[config.mk]
export PLATFORM = sky130hd
export DESIGN_NAME = predictor
export DESIGN_NICKNAME = d
export VERILOG_FILES = /design/src/pred_addr_pkg.sv /design/src/pred_table_pkg.sv /design/src/branch_predictor.sv /design/src/jump_predictor.sv /design/src/predictor.sv
export VERILOG_INCLUDE_DIRS = /design/src
export SDC_FILE = /design/constraint.sdc
export NUM_CORES = 1
export LEC_CHECK = 0
export BUFFER_PORTS_ARGS = -buffer_cell sky130_fd_sc_hd__buf_4
export CAP_MARGIN = 40
export CORE_MARGIN = 2
export CORE_UTILIZATION = 60
export DETAILED_ROUTE_END_ITERATION = 6
export PLACE_DENSITY = 0.77
export SLEW_MARGIN = 20
export SYNTH_ARGS = -nofsm -noshare
export SYNTH_HDL_FRONTEND = slang
export SYNTH_HIERARCHICAL = 1
export SYNTH_SLANG_ARGS = --single-unit
[constraint.sdc]
create_clock -name s_clk_i -period 11.6 [get_ports s_clk_i]
set_clock_uncertainty 0.1 [all_clocks]
set_input_delay 1.74 -clock s_clk_i [delete_from_list [all_inputs] [get_ports s_clk_i]]
set_output_delay 1.74 -clock s_clk_i [all_outputs]
set_load 0.05 [all_outputs]
[src/pred_macros.svh]
// predictor sizing: table depths, offset and address widths
`ifndef PRED_MACROS_SVH
`define PRED_MACROS_SVH

`define PRED_ADDR_W 32     // byte address width
`define PRED_WADDR_W 30    // word address width, byte bits 31..2

`define PRED_BTB_SIZE 16   // branch target entries, power of two
`define PRED_BHT_SIZE 64   // two-bit history counters, power of two
`define PRED_JTB_SIZE 8    // jump target entries, power of two

`define PRED_BOFF_W 12     // stored branch offset, half-words
`define PRED_JOFF_W 20     // stored jump offset, half-words

`endif

[src/pred_addr_pkg.sv]
// predictor address types: byte and word addresses, offsets, table tags and indices
`include "pred_macros.svh"

package pred_addr_pkg;

   typedef logic [`PRED_ADDR_W-1:0] addr_t;         // byte address
   typedef logic [`PRED_WADDR_W-1:0] word_add_t;    // word address

   typedef logic signed [`PRED_JOFF_W-1:0] joff_t;  // jump offset in half-words
   typedef logic signed [`PRED_BOFF_W-1:0] boff_t;  // branch offset in half-words

   // direct-mapped tables split the word address into index and tag
   typedef logic [$clog2(`PRED_BTB_SIZE)-1:0] btb_idx_t;
   typedef logic [`PRED_WADDR_W-$clog2(`PRED_BTB_SIZE)-1:0] btb_tag_t;
   typedef logic [$clog2(`PRED_BHT_SIZE)-1:0] bht_idx_t;
   typedef logic [$clog2(`PRED_JTB_SIZE)-1:0] jtb_idx_t;
   typedef logic [`PRED_WADDR_W-$clog2(`PRED_JTB_SIZE)-1:0] jtb_tag_t;

endpackage

[src/pred_table_pkg.sv]
// predictor table types: history counter states, update records, lookup results

package pred_table_pkg;

   // two-bit saturating counter, msb set means predict taken
   typedef enum logic [1:0] {
      BHT_STRONG_NT = 2'b00,   // strong not-taken
      BHT_WEAK_NT   = 2'b01,   // weak not-taken, reset state
      BHT_WEAK_T    = 2'b10,   // weak taken
      BHT_STRONG_T  = 2'b11    // strong taken
   } bht_cnt_e;

   // training record, already corrected for rvi in the upper half-word
   typedef struct packed {
      pred_addr_pkg::word_add_t add;    // word the entry is stored against
      logic                     ualign; // rvc starting in upper half
      pred_addr_pkg::joff_t     offset; // half-word offset, jump width
      logic                     taken;  // branch condition resolved true
   } pred_upd_t;

   // one table's answer for the fetched word
   typedef struct packed {
      logic                 hit;        // valid entry with matching tag
      logic                 ualign;     // prediction belongs to upper half
      pred_addr_pkg::addr_t target;     // predicted target byte address
   } pred_hit_t;

endpackage

[src/branch_predictor.sv]
// branch predictor: tagged target buffer qualified by a table of two-bit counters
`timescale 1ns/10ps
`include "pred_macros.svh"

module branch_predictor (
   input  logic                      s_clk_i,          // core clock
   input  logic                      rst_n_i,          // async reset, active low
   input  logic                      invalidate_i,     // drop every entry
   input  pred_addr_pkg::word_add_t  fetch_add_i,      // word being fetched
   input  pred_table_pkg::pred_upd_t upd_i,            // corrected training record
   input  logic                      btb_update_i,     // write target entry
   input  logic                      branch_update_i,  // step history counter
   output pred_table_pkg::pred_hit_t hit_o             // qualified lookup result
);

   localparam int unsigned IDX_W  = $clog2(`PRED_BTB_SIZE);  // btb index bits
   localparam int unsigned HIDX_W = $clog2(`PRED_BHT_SIZE);  // bht index bits

   logic [`PRED_BTB_SIZE-1:0] valid_q;                       // entry valid bits
   pred_addr_pkg::btb_tag_t   tag_q    [`PRED_BTB_SIZE];     // stored tags
   logic                      ualign_q [`PRED_BTB_SIZE];     // upper half-word flag
   pred_addr_pkg::boff_t      off_q    [`PRED_BTB_SIZE];     // branch offsets

   pred_table_pkg::bht_cnt_e  bht_q    [`PRED_BHT_SIZE];     // history counters
   pred_table_pkg::bht_cnt_e  cnt_cur;                       // counter being trained
   pred_table_pkg::bht_cnt_e  cnt_nxt;                       // its next state

   pred_addr_pkg::btb_idx_t   fetch_idx;
   pred_addr_pkg::btb_tag_t   fetch_tag;
   pred_addr_pkg::btb_idx_t   upd_idx;
   pred_addr_pkg::bht_idx_t   fetch_hidx;
   pred_addr_pkg::bht_idx_t   upd_hidx;

   pred_addr_pkg::boff_t      off_rd;                        // offset of looked-up entry
   pred_addr_pkg::addr_t      hit_base;                      // fetch word plus half flag
   pred_addr_pkg::addr_t      off_ext;                       // offset as byte distance
   logic                      tag_hit;
   logic                      cnt_taken;

   // low word bits index the tables, the rest is tag
   assign fetch_idx  = fetch_add_i[IDX_W-1:0];
   assign fetch_tag  = fetch_add_i[`PRED_WADDR_W-1:IDX_W];
   assign upd_idx    = upd_i.add[IDX_W-1:0];
   assign fetch_hidx = fetch_add_i[HIDX_W-1:0];
   assign upd_hidx   = upd_i.add[HIDX_W-1:0];

   // lookup
   assign tag_hit   = valid_q[fetch_idx] & (tag_q[fetch_idx] == fetch_tag);
   assign cnt_taken = bht_q[fetch_hidx][1];                 // weak or strong taken
   assign off_rd    = off_q[fetch_idx];
   assign hit_base  = {fetch_add_i, ualign_q[fetch_idx], 1'b0};
   assign off_ext   = {{(`PRED_ADDR_W-`PRED_BOFF_W-1){off_rd[`PRED_BOFF_W-1]}}, off_rd, 1'b0};

   assign hit_o.hit    = tag_hit & cnt_taken;
   assign hit_o.ualign = ualign_q[fetch_idx];
   assign hit_o.target = hit_base + off_ext;

   // saturating step toward the resolved direction
   always_comb begin
      cnt_cur = bht_q[upd_hidx];
      unique case (cnt_cur)
         pred_table_pkg::BHT_STRONG_NT:
            cnt_nxt = upd_i.taken ? pred_table_pkg::BHT_WEAK_NT : pred_table_pkg::BHT_STRONG_NT;
         pred_table_pkg::BHT_WEAK_NT:
            cnt_nxt = upd_i.taken ? pred_table_pkg::BHT_WEAK_T : pred_table_pkg::BHT_STRONG_NT;
         pred_table_pkg::BHT_WEAK_T:
            cnt_nxt = upd_i.taken ? pred_table_pkg::BHT_STRONG_T : pred_table_pkg::BHT_WEAK_NT;
         default:
            cnt_nxt = upd_i.taken ? pred_table_pkg::BHT_STRONG_T : pred_table_pkg::BHT_WEAK_T;
      endcase
   end

   // valid bits, invalidate beats a same-cycle write
   always_ff @(posedge s_clk_i or negedge rst_n_i) begin
      if (!rst_n_i) begin
         valid_q <= '0;
      end else if (invalidate_i) begin
         valid_q <= '0;
      end else if (btb_update_i) begin
         valid_q[upd_idx] <= 1'b1;
      end
   end

   // entry payload, meaningless until valid is set
   always_ff @(posedge s_clk_i) begin
      if (btb_update_i) begin
         tag_q[upd_idx]    <= upd_i.add[`PRED_WADDR_W-1:IDX_W];
         ualign_q[upd_idx] <= upd_i.ualign;
         off_q[upd_idx]    <= upd_i.offset[`PRED_BOFF_W-1:0];  // low 12 bits only
      end
   end

   // history counters start weak not-taken
   always_ff @(posedge s_clk_i or negedge rst_n_i) begin
      if (!rst_n_i) begin
         for (int i = 0; i < `PRED_BHT_SIZE; i++) begin
            bht_q[i] <= pred_table_pkg::BHT_WEAK_NT;
         end
      end else if (branch_update_i && !invalidate_i) begin
         bht_q[upd_hidx] <= cnt_nxt;
      end
   end

   // history only changes when execute trains it
   for (genvar g = 0; g < `PRED_BHT_SIZE; g++) begin : g_bht_chk
      a_bht_stable: assert property (@(posedge s_clk_i) disable iff (!rst_n_i)
         !branch_update_i |=> $stable(bht_q[g]));
   end

endmodule

[src/jump_predictor.sv]
// jump predictor: tagged table of unconditional jump targets, taken on every hit
`timescale 1ns/10ps
`include "pred_macros.svh"

module jump_predictor (
   input  logic                      s_clk_i,        // core clock
   input  logic                      rst_n_i,        // async reset, active low
   input  logic                      invalidate_i,   // drop every entry
   input  pred_addr_pkg::word_add_t  fetch_add_i,    // word being fetched
   input  pred_table_pkg::pred_upd_t upd_i,          // corrected training record
   input  logic                      jump_update_i,  // write jump entry
   output pred_table_pkg::pred_hit_t hit_o           // lookup result
);

   localparam int unsigned IDX_W = $clog2(`PRED_JTB_SIZE);  // jtb index bits

   logic [`PRED_JTB_SIZE-1:0] valid_q;                      // entry valid bits
   pred_addr_pkg::jtb_tag_t   tag_q    [`PRED_JTB_SIZE];    // stored tags
   logic                      ualign_q [`PRED_JTB_SIZE];    // upper half-word flag
   pred_addr_pkg::joff_t      off_q    [`PRED_JTB_SIZE];    // jump offsets

   pred_addr_pkg::jtb_idx_t   fetch_idx;
   pred_addr_pkg::jtb_tag_t   fetch_tag;
   pred_addr_pkg::jtb_idx_t   upd_idx;
   pred_addr_pkg::joff_t      off_rd;                       // offset of looked-up entry
   pred_addr_pkg::addr_t      hit_base;                     // fetch word plus half flag
   pred_addr_pkg::addr_t      off_ext;                      // offset as byte distance

   assign fetch_idx = fetch_add_i[IDX_W-1:0];
   assign fetch_tag = fetch_add_i[`PRED_WADDR_W-1:IDX_W];
   assign upd_idx   = upd_i.add[IDX_W-1:0];

   // lookup, no direction state, a hit is a taken jump
   assign off_rd   = off_q[fetch_idx];
   assign hit_base = {fetch_add_i, ualign_q[fetch_idx], 1'b0};
   assign off_ext  = {{(`PRED_ADDR_W-`PRED_JOFF_W-1){off_rd[`PRED_JOFF_W-1]}}, off_rd, 1'b0};

   assign hit_o.hit    = valid_q[fetch_idx] & (tag_q[fetch_idx] == fetch_tag);
   assign hit_o.ualign = ualign_q[fetch_idx];
   assign hit_o.target = hit_base + off_ext;

   // valid bits, invalidate beats a same-cycle write
   always_ff @(posedge s_clk_i or negedge rst_n_i) begin
      if (!rst_n_i) begin
         valid_q <= '0;
      end else if (invalidate_i) begin
         valid_q <= '0;
      end else if (jump_update_i) begin
         valid_q[upd_idx] <= 1'b1;
      end
   end

   // entry payload
   always_ff @(posedge s_clk_i) begin
      if (jump_update_i) begin
         tag_q[upd_idx]    <= upd_i.add[`PRED_WADDR_W-1:IDX_W];
         ualign_q[upd_idx] <= upd_i.ualign;
         off_q[upd_idx]    <= upd_i.offset;
      end
   end

   // a flush leaves nothing to hit on in the following cycle
   a_inval_no_hit: assert property (@(posedge s_clk_i) disable iff (!rst_n_i)
      invalidate_i |=> !hit_o.hit);

endmodule

[src/predictor.sv]
// next-fetch predictor top: update alignment fix-up and branch/jump prediction select
`timescale 1ns/10ps
`include "pred_macros.svh"

module predictor (
   input  logic                     s_clk_i,          // core clock
   input  logic                     rst_n_i,          // async reset, active low
   input  logic                     invalidate_i,     // clear both tables
   input  pred_addr_pkg::word_add_t fetch_add_i,      // word to predict from

   input  logic                     instr_rvc_i,      // executed instr is compressed
   input  logic                     btb_update_i,     // write branch target
   input  logic                     branch_update_i,  // train branch history
   input  logic                     branch_taken_i,   // branch condition was true
   input  logic                     jump_update_i,    // write jump target
   input  pred_addr_pkg::joff_t     offset_i,         // half-word offset as encoded
   input  pred_addr_pkg::addr_t     base_add_i,       // address of executed instr

   output logic [1:0]               pred_taken_o,     // [0] aligned, [1] upper half
   output pred_addr_pkg::addr_t     pred_add_o        // predicted target
);

   pred_addr_pkg::addr_t      base_p2;      // base moved to next word
   pred_addr_pkg::addr_t      upd_add;      // corrected base address
   pred_addr_pkg::joff_t      off_m1;       // offset shortened by one half-word
   logic                      rvi_upper;    // 32-bit instr starting at bit 1
   pred_table_pkg::pred_upd_t upd;          // record for both tables

   pred_table_pkg::pred_hit_t bp_hit;
   pred_table_pkg::pred_hit_t jp_hit;
   logic                      taken_al;
   logic                      taken_ual;
   logic                      use_bp;       // branch supplies the target

   // fetch never starts mid-word, so an rvi in the upper half is predicted
   // from the following word with the offset pulled back to keep the target
   assign rvi_upper = ~instr_rvc_i & base_add_i[1];
   assign base_p2   = base_add_i + pred_addr_pkg::addr_t'(2);
   assign off_m1    = offset_i - pred_addr_pkg::joff_t'(1);
   assign upd_add   = rvi_upper ? base_p2 : base_add_i;

   assign upd.add    = upd_add[`PRED_ADDR_W-1:2];
   assign upd.ualign = instr_rvc_i & base_add_i[1];      // rvc may sit in upper half
   assign upd.offset = rvi_upper ? off_m1 : offset_i;
   assign upd.taken  = branch_taken_i;

   branch_predictor i_bp (
      .s_clk_i         (s_clk_i),
      .rst_n_i         (rst_n_i),
      .invalidate_i    (invalidate_i),
      .fetch_add_i     (fetch_add_i),
      .upd_i           (upd),
      .btb_update_i    (btb_update_i),
      .branch_update_i (branch_update_i),
      .hit_o           (bp_hit)
   );

   jump_predictor i_jp (
      .s_clk_i       (s_clk_i),
      .rst_n_i       (rst_n_i),
      .invalidate_i  (invalidate_i),
      .fetch_add_i   (fetch_add_i),
      .upd_i         (upd),
      .jump_update_i (jump_update_i),
      .hit_o         (jp_hit)
   );

   // aligned half has priority, upper half only if nothing earlier is taken
   assign taken_al  = (bp_hit.hit & ~bp_hit.ualign) | (jp_hit.hit & ~jp_hit.ualign);
   assign taken_ual = ~taken_al & ((bp_hit.hit & bp_hit.ualign) | (jp_hit.hit & jp_hit.ualign));

   // branch wins unless it is the upper one and a jump also hits
   assign use_bp = bp_hit.hit & (~bp_hit.ualign | ~jp_hit.hit);

   assign pred_taken_o = {taken_ual, taken_al};
   assign pred_add_o   = use_bp ? bp_hit.target : jp_hit.target;

   // only one redirect point per fetched word
   a_one_taken: assert property (@(posedge s_clk_i) disable iff (!rst_n_i)
      !(pred_taken_o[0] && pred_taken_o[1]));

endmodule

==> run metrics <==
result of the run=finished, final reports clean; Rel. slew slack=0.407; CTS Root Cell=clkbuf_16; Mapped Cells=2822; r2r worst-path depth=8; total CTS buffers=112; num ports=124; unrepaired setup endpoints after global routing=false; HPWL Detailed=75200 µm; CP required=9.76 ns; post-CTS setup buffer count=0; met3 usage=0.0550; critical path launch point type=input port; cts hold-fix bufs=0; worst flop-to-flop path endpoint=i_bp/bht_q[83]$_DFFE_PN0P_; period utilisation layout=0.806; Min-Delay Path Class=register to register; GRT Util Overall=0.298; final setup margin=2.25 ns; initial core utilization=0.606; area grow syn2layout=13.4%; DRT Wirelength=128000 µm; first-pass GRT wire length=187000 µm; die area=86700 µm²; number of DRC markers in iteration 0=3443; Yosys cell types=83; DR pass1 iterations=6; Synth Warn #=6; routability cong.=0.983; design area=57400 µm²; non-filler cells, final=4222; Hold Fails Final Rpt=0; hold slack=0.401 ns; Place WS=2.25 ns; Core Area=83600 µm²; number of enable flip-flop cells after synthesis=1008; post-CTS sizing=0; grt peak-use layer=met2; Worst Path Class, Setup=input port to output port; setup violators final=0; DRC=0; H-tree levels=3; Pleak=19.5 nW; Crit Reg-Reg Startpoint=i_bp/bht_q[73]$_DFFE_PN0P_; ys async rst share=0.131; layout cells sized above 1=0.312; vias in the first global route=28800; Max Cap Viol=0; clock latency on the worst-skew pair=0.69 ns; CP startpoint=fetch_add_i[0]; placed inst area=53500 µm²; fillers=5144; Slew Viols, Final=0; Syn Nets=2976; largest net degree at the start of global routing=97; Port Buffer Count=121; IR drop worst, VDD=0.117 mV; clk slew on worst S/H paths=0.06 ns; setup slack, reg-to-reg=8.06 ns; worst-margin pin slew=0.890 ns; Synth Area per Inst=17.9 µm²; die outline height=294 µm; post-synthesis cell area=50600 µm²; CP Max Fanout=50; total grt overflow=0; CP arrival=7.51 ns; Final Core Density=0.687; Vias=28400; clock tree sinks=1160; row count=106; per-cell routed wire length=30.2 µm; GR Layer Usage met1=0.412; multi-input logic area=16000 µm²; antenna-violating nets left=0; ys flop type=edfxtp_1; chip width=294 µm; CTS Buffer Depth=3; placed cell count=4001; vias per cell=6.72; Sequential Area=34200 µm²; met2 usage=0.488; most frequent cells in the layout=edfxtp_1 (1008), mux4_2 (342), buf_4 (205); initial antenna violation count=4; nets@finish=3196; Sum Neg Setup Slack=0 ns; TritonCTS clock tree=done; minimum clock period=9.35 ns; endpoint class of the critical path=output port; CP endpoint=pred_add_o[29]; most common cell after layout, fill and taps aside=edfxtp_1; fmax=0.107 GHz; register area share after synthesis=0.675; Yosys reg bits=1160; Pwr per Cell Area=170 nW/µm²; total power=9.75 mW
-- synthesized netlist by cell type (5+ instances only) --
cell type	instances	area, µm²
nor3_1	34	170
nor2_1	159	597
and2_1	12	75.1
nor4_1	19	119
clkbuf_1	53	199
mux2i_1	56	561
a21oi_1	81	405
dfstp_2	64	1680
a31oi_1	6	37.5
edfxtp_1	1008	30300
and3_1	7	43.8
nand2b_1	15	93.8
nor2b_1	11	68.8
o21ai_0	84	420
or3_1	8	50.1
nor3b_1	7	52.6
xor2_1	62	543
mux4_2	342	7700
nand2_1	158	593
buf_6	8	90.1
mux2_2	116	1310
buf_1	22	82.6
buf_2	37	185
a21o_1	15	113
o21a_1	7	52.6
nand3b_1	7	52.6
a211oi_1	15	113
or2_2	5	31.3
nand3_1	33	165
ha_1	62	776
o2111ai_1	5	43.8
buf_4	6	45.0
inv_1	22	82.6
xnor2_1	82	718
nand4_1	23	144
dfrtp_1	88	2200
-- power breakdown --
part	internal [mW]	leakage, nW	switching (mW)
Clock	2.10	1.82	1.57
Sequential	4.73	11.0	0.0564
Combinational	0.507	6.71	0.784
Total	7.34	19.5	2.41
-- sequential cells by signal, summed over array words and instances, names as in the netlist --
signal	flops
i_bp/off_q	192
i_bp/bht_q	128
i_jp/tag_q	216
i_bp/ualign_q	16
i_bp/valid_q	16
i_jp/ualign_q	8
i_bp/tag_q	416
i_jp/valid_q	8
i_jp/off_q	160
-- worst min-delay path by stage --
stage	startpoint	to	slack (ns)	cells after the start
final	i_bp/bht_q[105]$_DFFE_PN0P_	i_bp/bht_q[105]$_DFFE_PN0P_	0.40	2
after global routing	i_bp/bht_q[47]$_DFFE_PN0P_	i_bp/bht_q[47]$_DFFE_PN0P_	0.43	2
after CTS	i_bp/bht_q[105]$_DFFE_PN0P_	i_bp/bht_q[105]$_DFFE_PN0P_	0.40	2
after detailed placement	i_bp/bht_q[105]$_DFFE_PN0P_	i_bp/bht_q[105]$_DFFE_PN0P_	0.39	2
after global placement	i_jp/valid_q[7]$_DFFE_PN0P_	i_jp/valid_q[7]$_DFFE_PN0P_	0.37	2
after floorplan	i_bp/bht_q[99]$_DFFE_PN0P_	i_bp/bht_q[99]$_DFFE_PN0P_	0.36	2
-- area by class of cell --
| type | count | area share |
|---|---|---|
| Antenna cell | 2 | 0.0000872 |
| Clock buffer | 140 | 0.0521 |
| Clock inverter | 72 | 0.0131 |
| Inverter | 24 | 0.00157 |
| Multi-Input combinational cell | 1512 | 0.279 |
| Sequential cell | 1160 | 0.595 |
| Tap cell | 1080 | 0.0235 |
| Timing Repair Buffer | 232 | 0.0359 |
-- metal layers --
layer / wire [µm] / part of all wire
met1: 47200 / 0.37
met5: 34 / 0.00027
met2: 63100 / 0.49
met3: 12800 / 0.10
met4: 4450 / 0.035
-- cells by family (layout without fill, tap and decap cells) --
| family | count (synthesis) | after routing | synth area share |
|---|---|---|---|
| AOI/OAI and AO/OA | 262 | 262 | 0.0318 |
| xor gates and xnor gates | 144 | 144 | 0.0249 |
| adders and majority gates | 65 | 65 | 0.0163 |
| buffers and inverters | 150 | 468 | 0.0137 |
| DFF | 1160 | 1160 | 0.675 |
| muxes | 514 | 514 | 0.189 |
| other | 2 | 4 | 0.000148 |
| and+or+nand+nor | 525 | 525 | 0.0493 |
-- worst max-delay path, cell delays in order --
cell and delay, ns:
buf_8 0.30, buf_16 0.33, buf_4 0.50, mux4_2 0.57
mux4_2 0.52, ha_1 0.40, o211ai_1 0.15, nor3_1 0.14
o21ai_0 0.26, a2111oi_0 0.86, o2111ai_1 0.31, a31oi_1 0.36
nor4_1 0.09, a311o_1 0.34, mux2_2 0.28, buf_4 0.19
(Power assumes the default switching activity.)
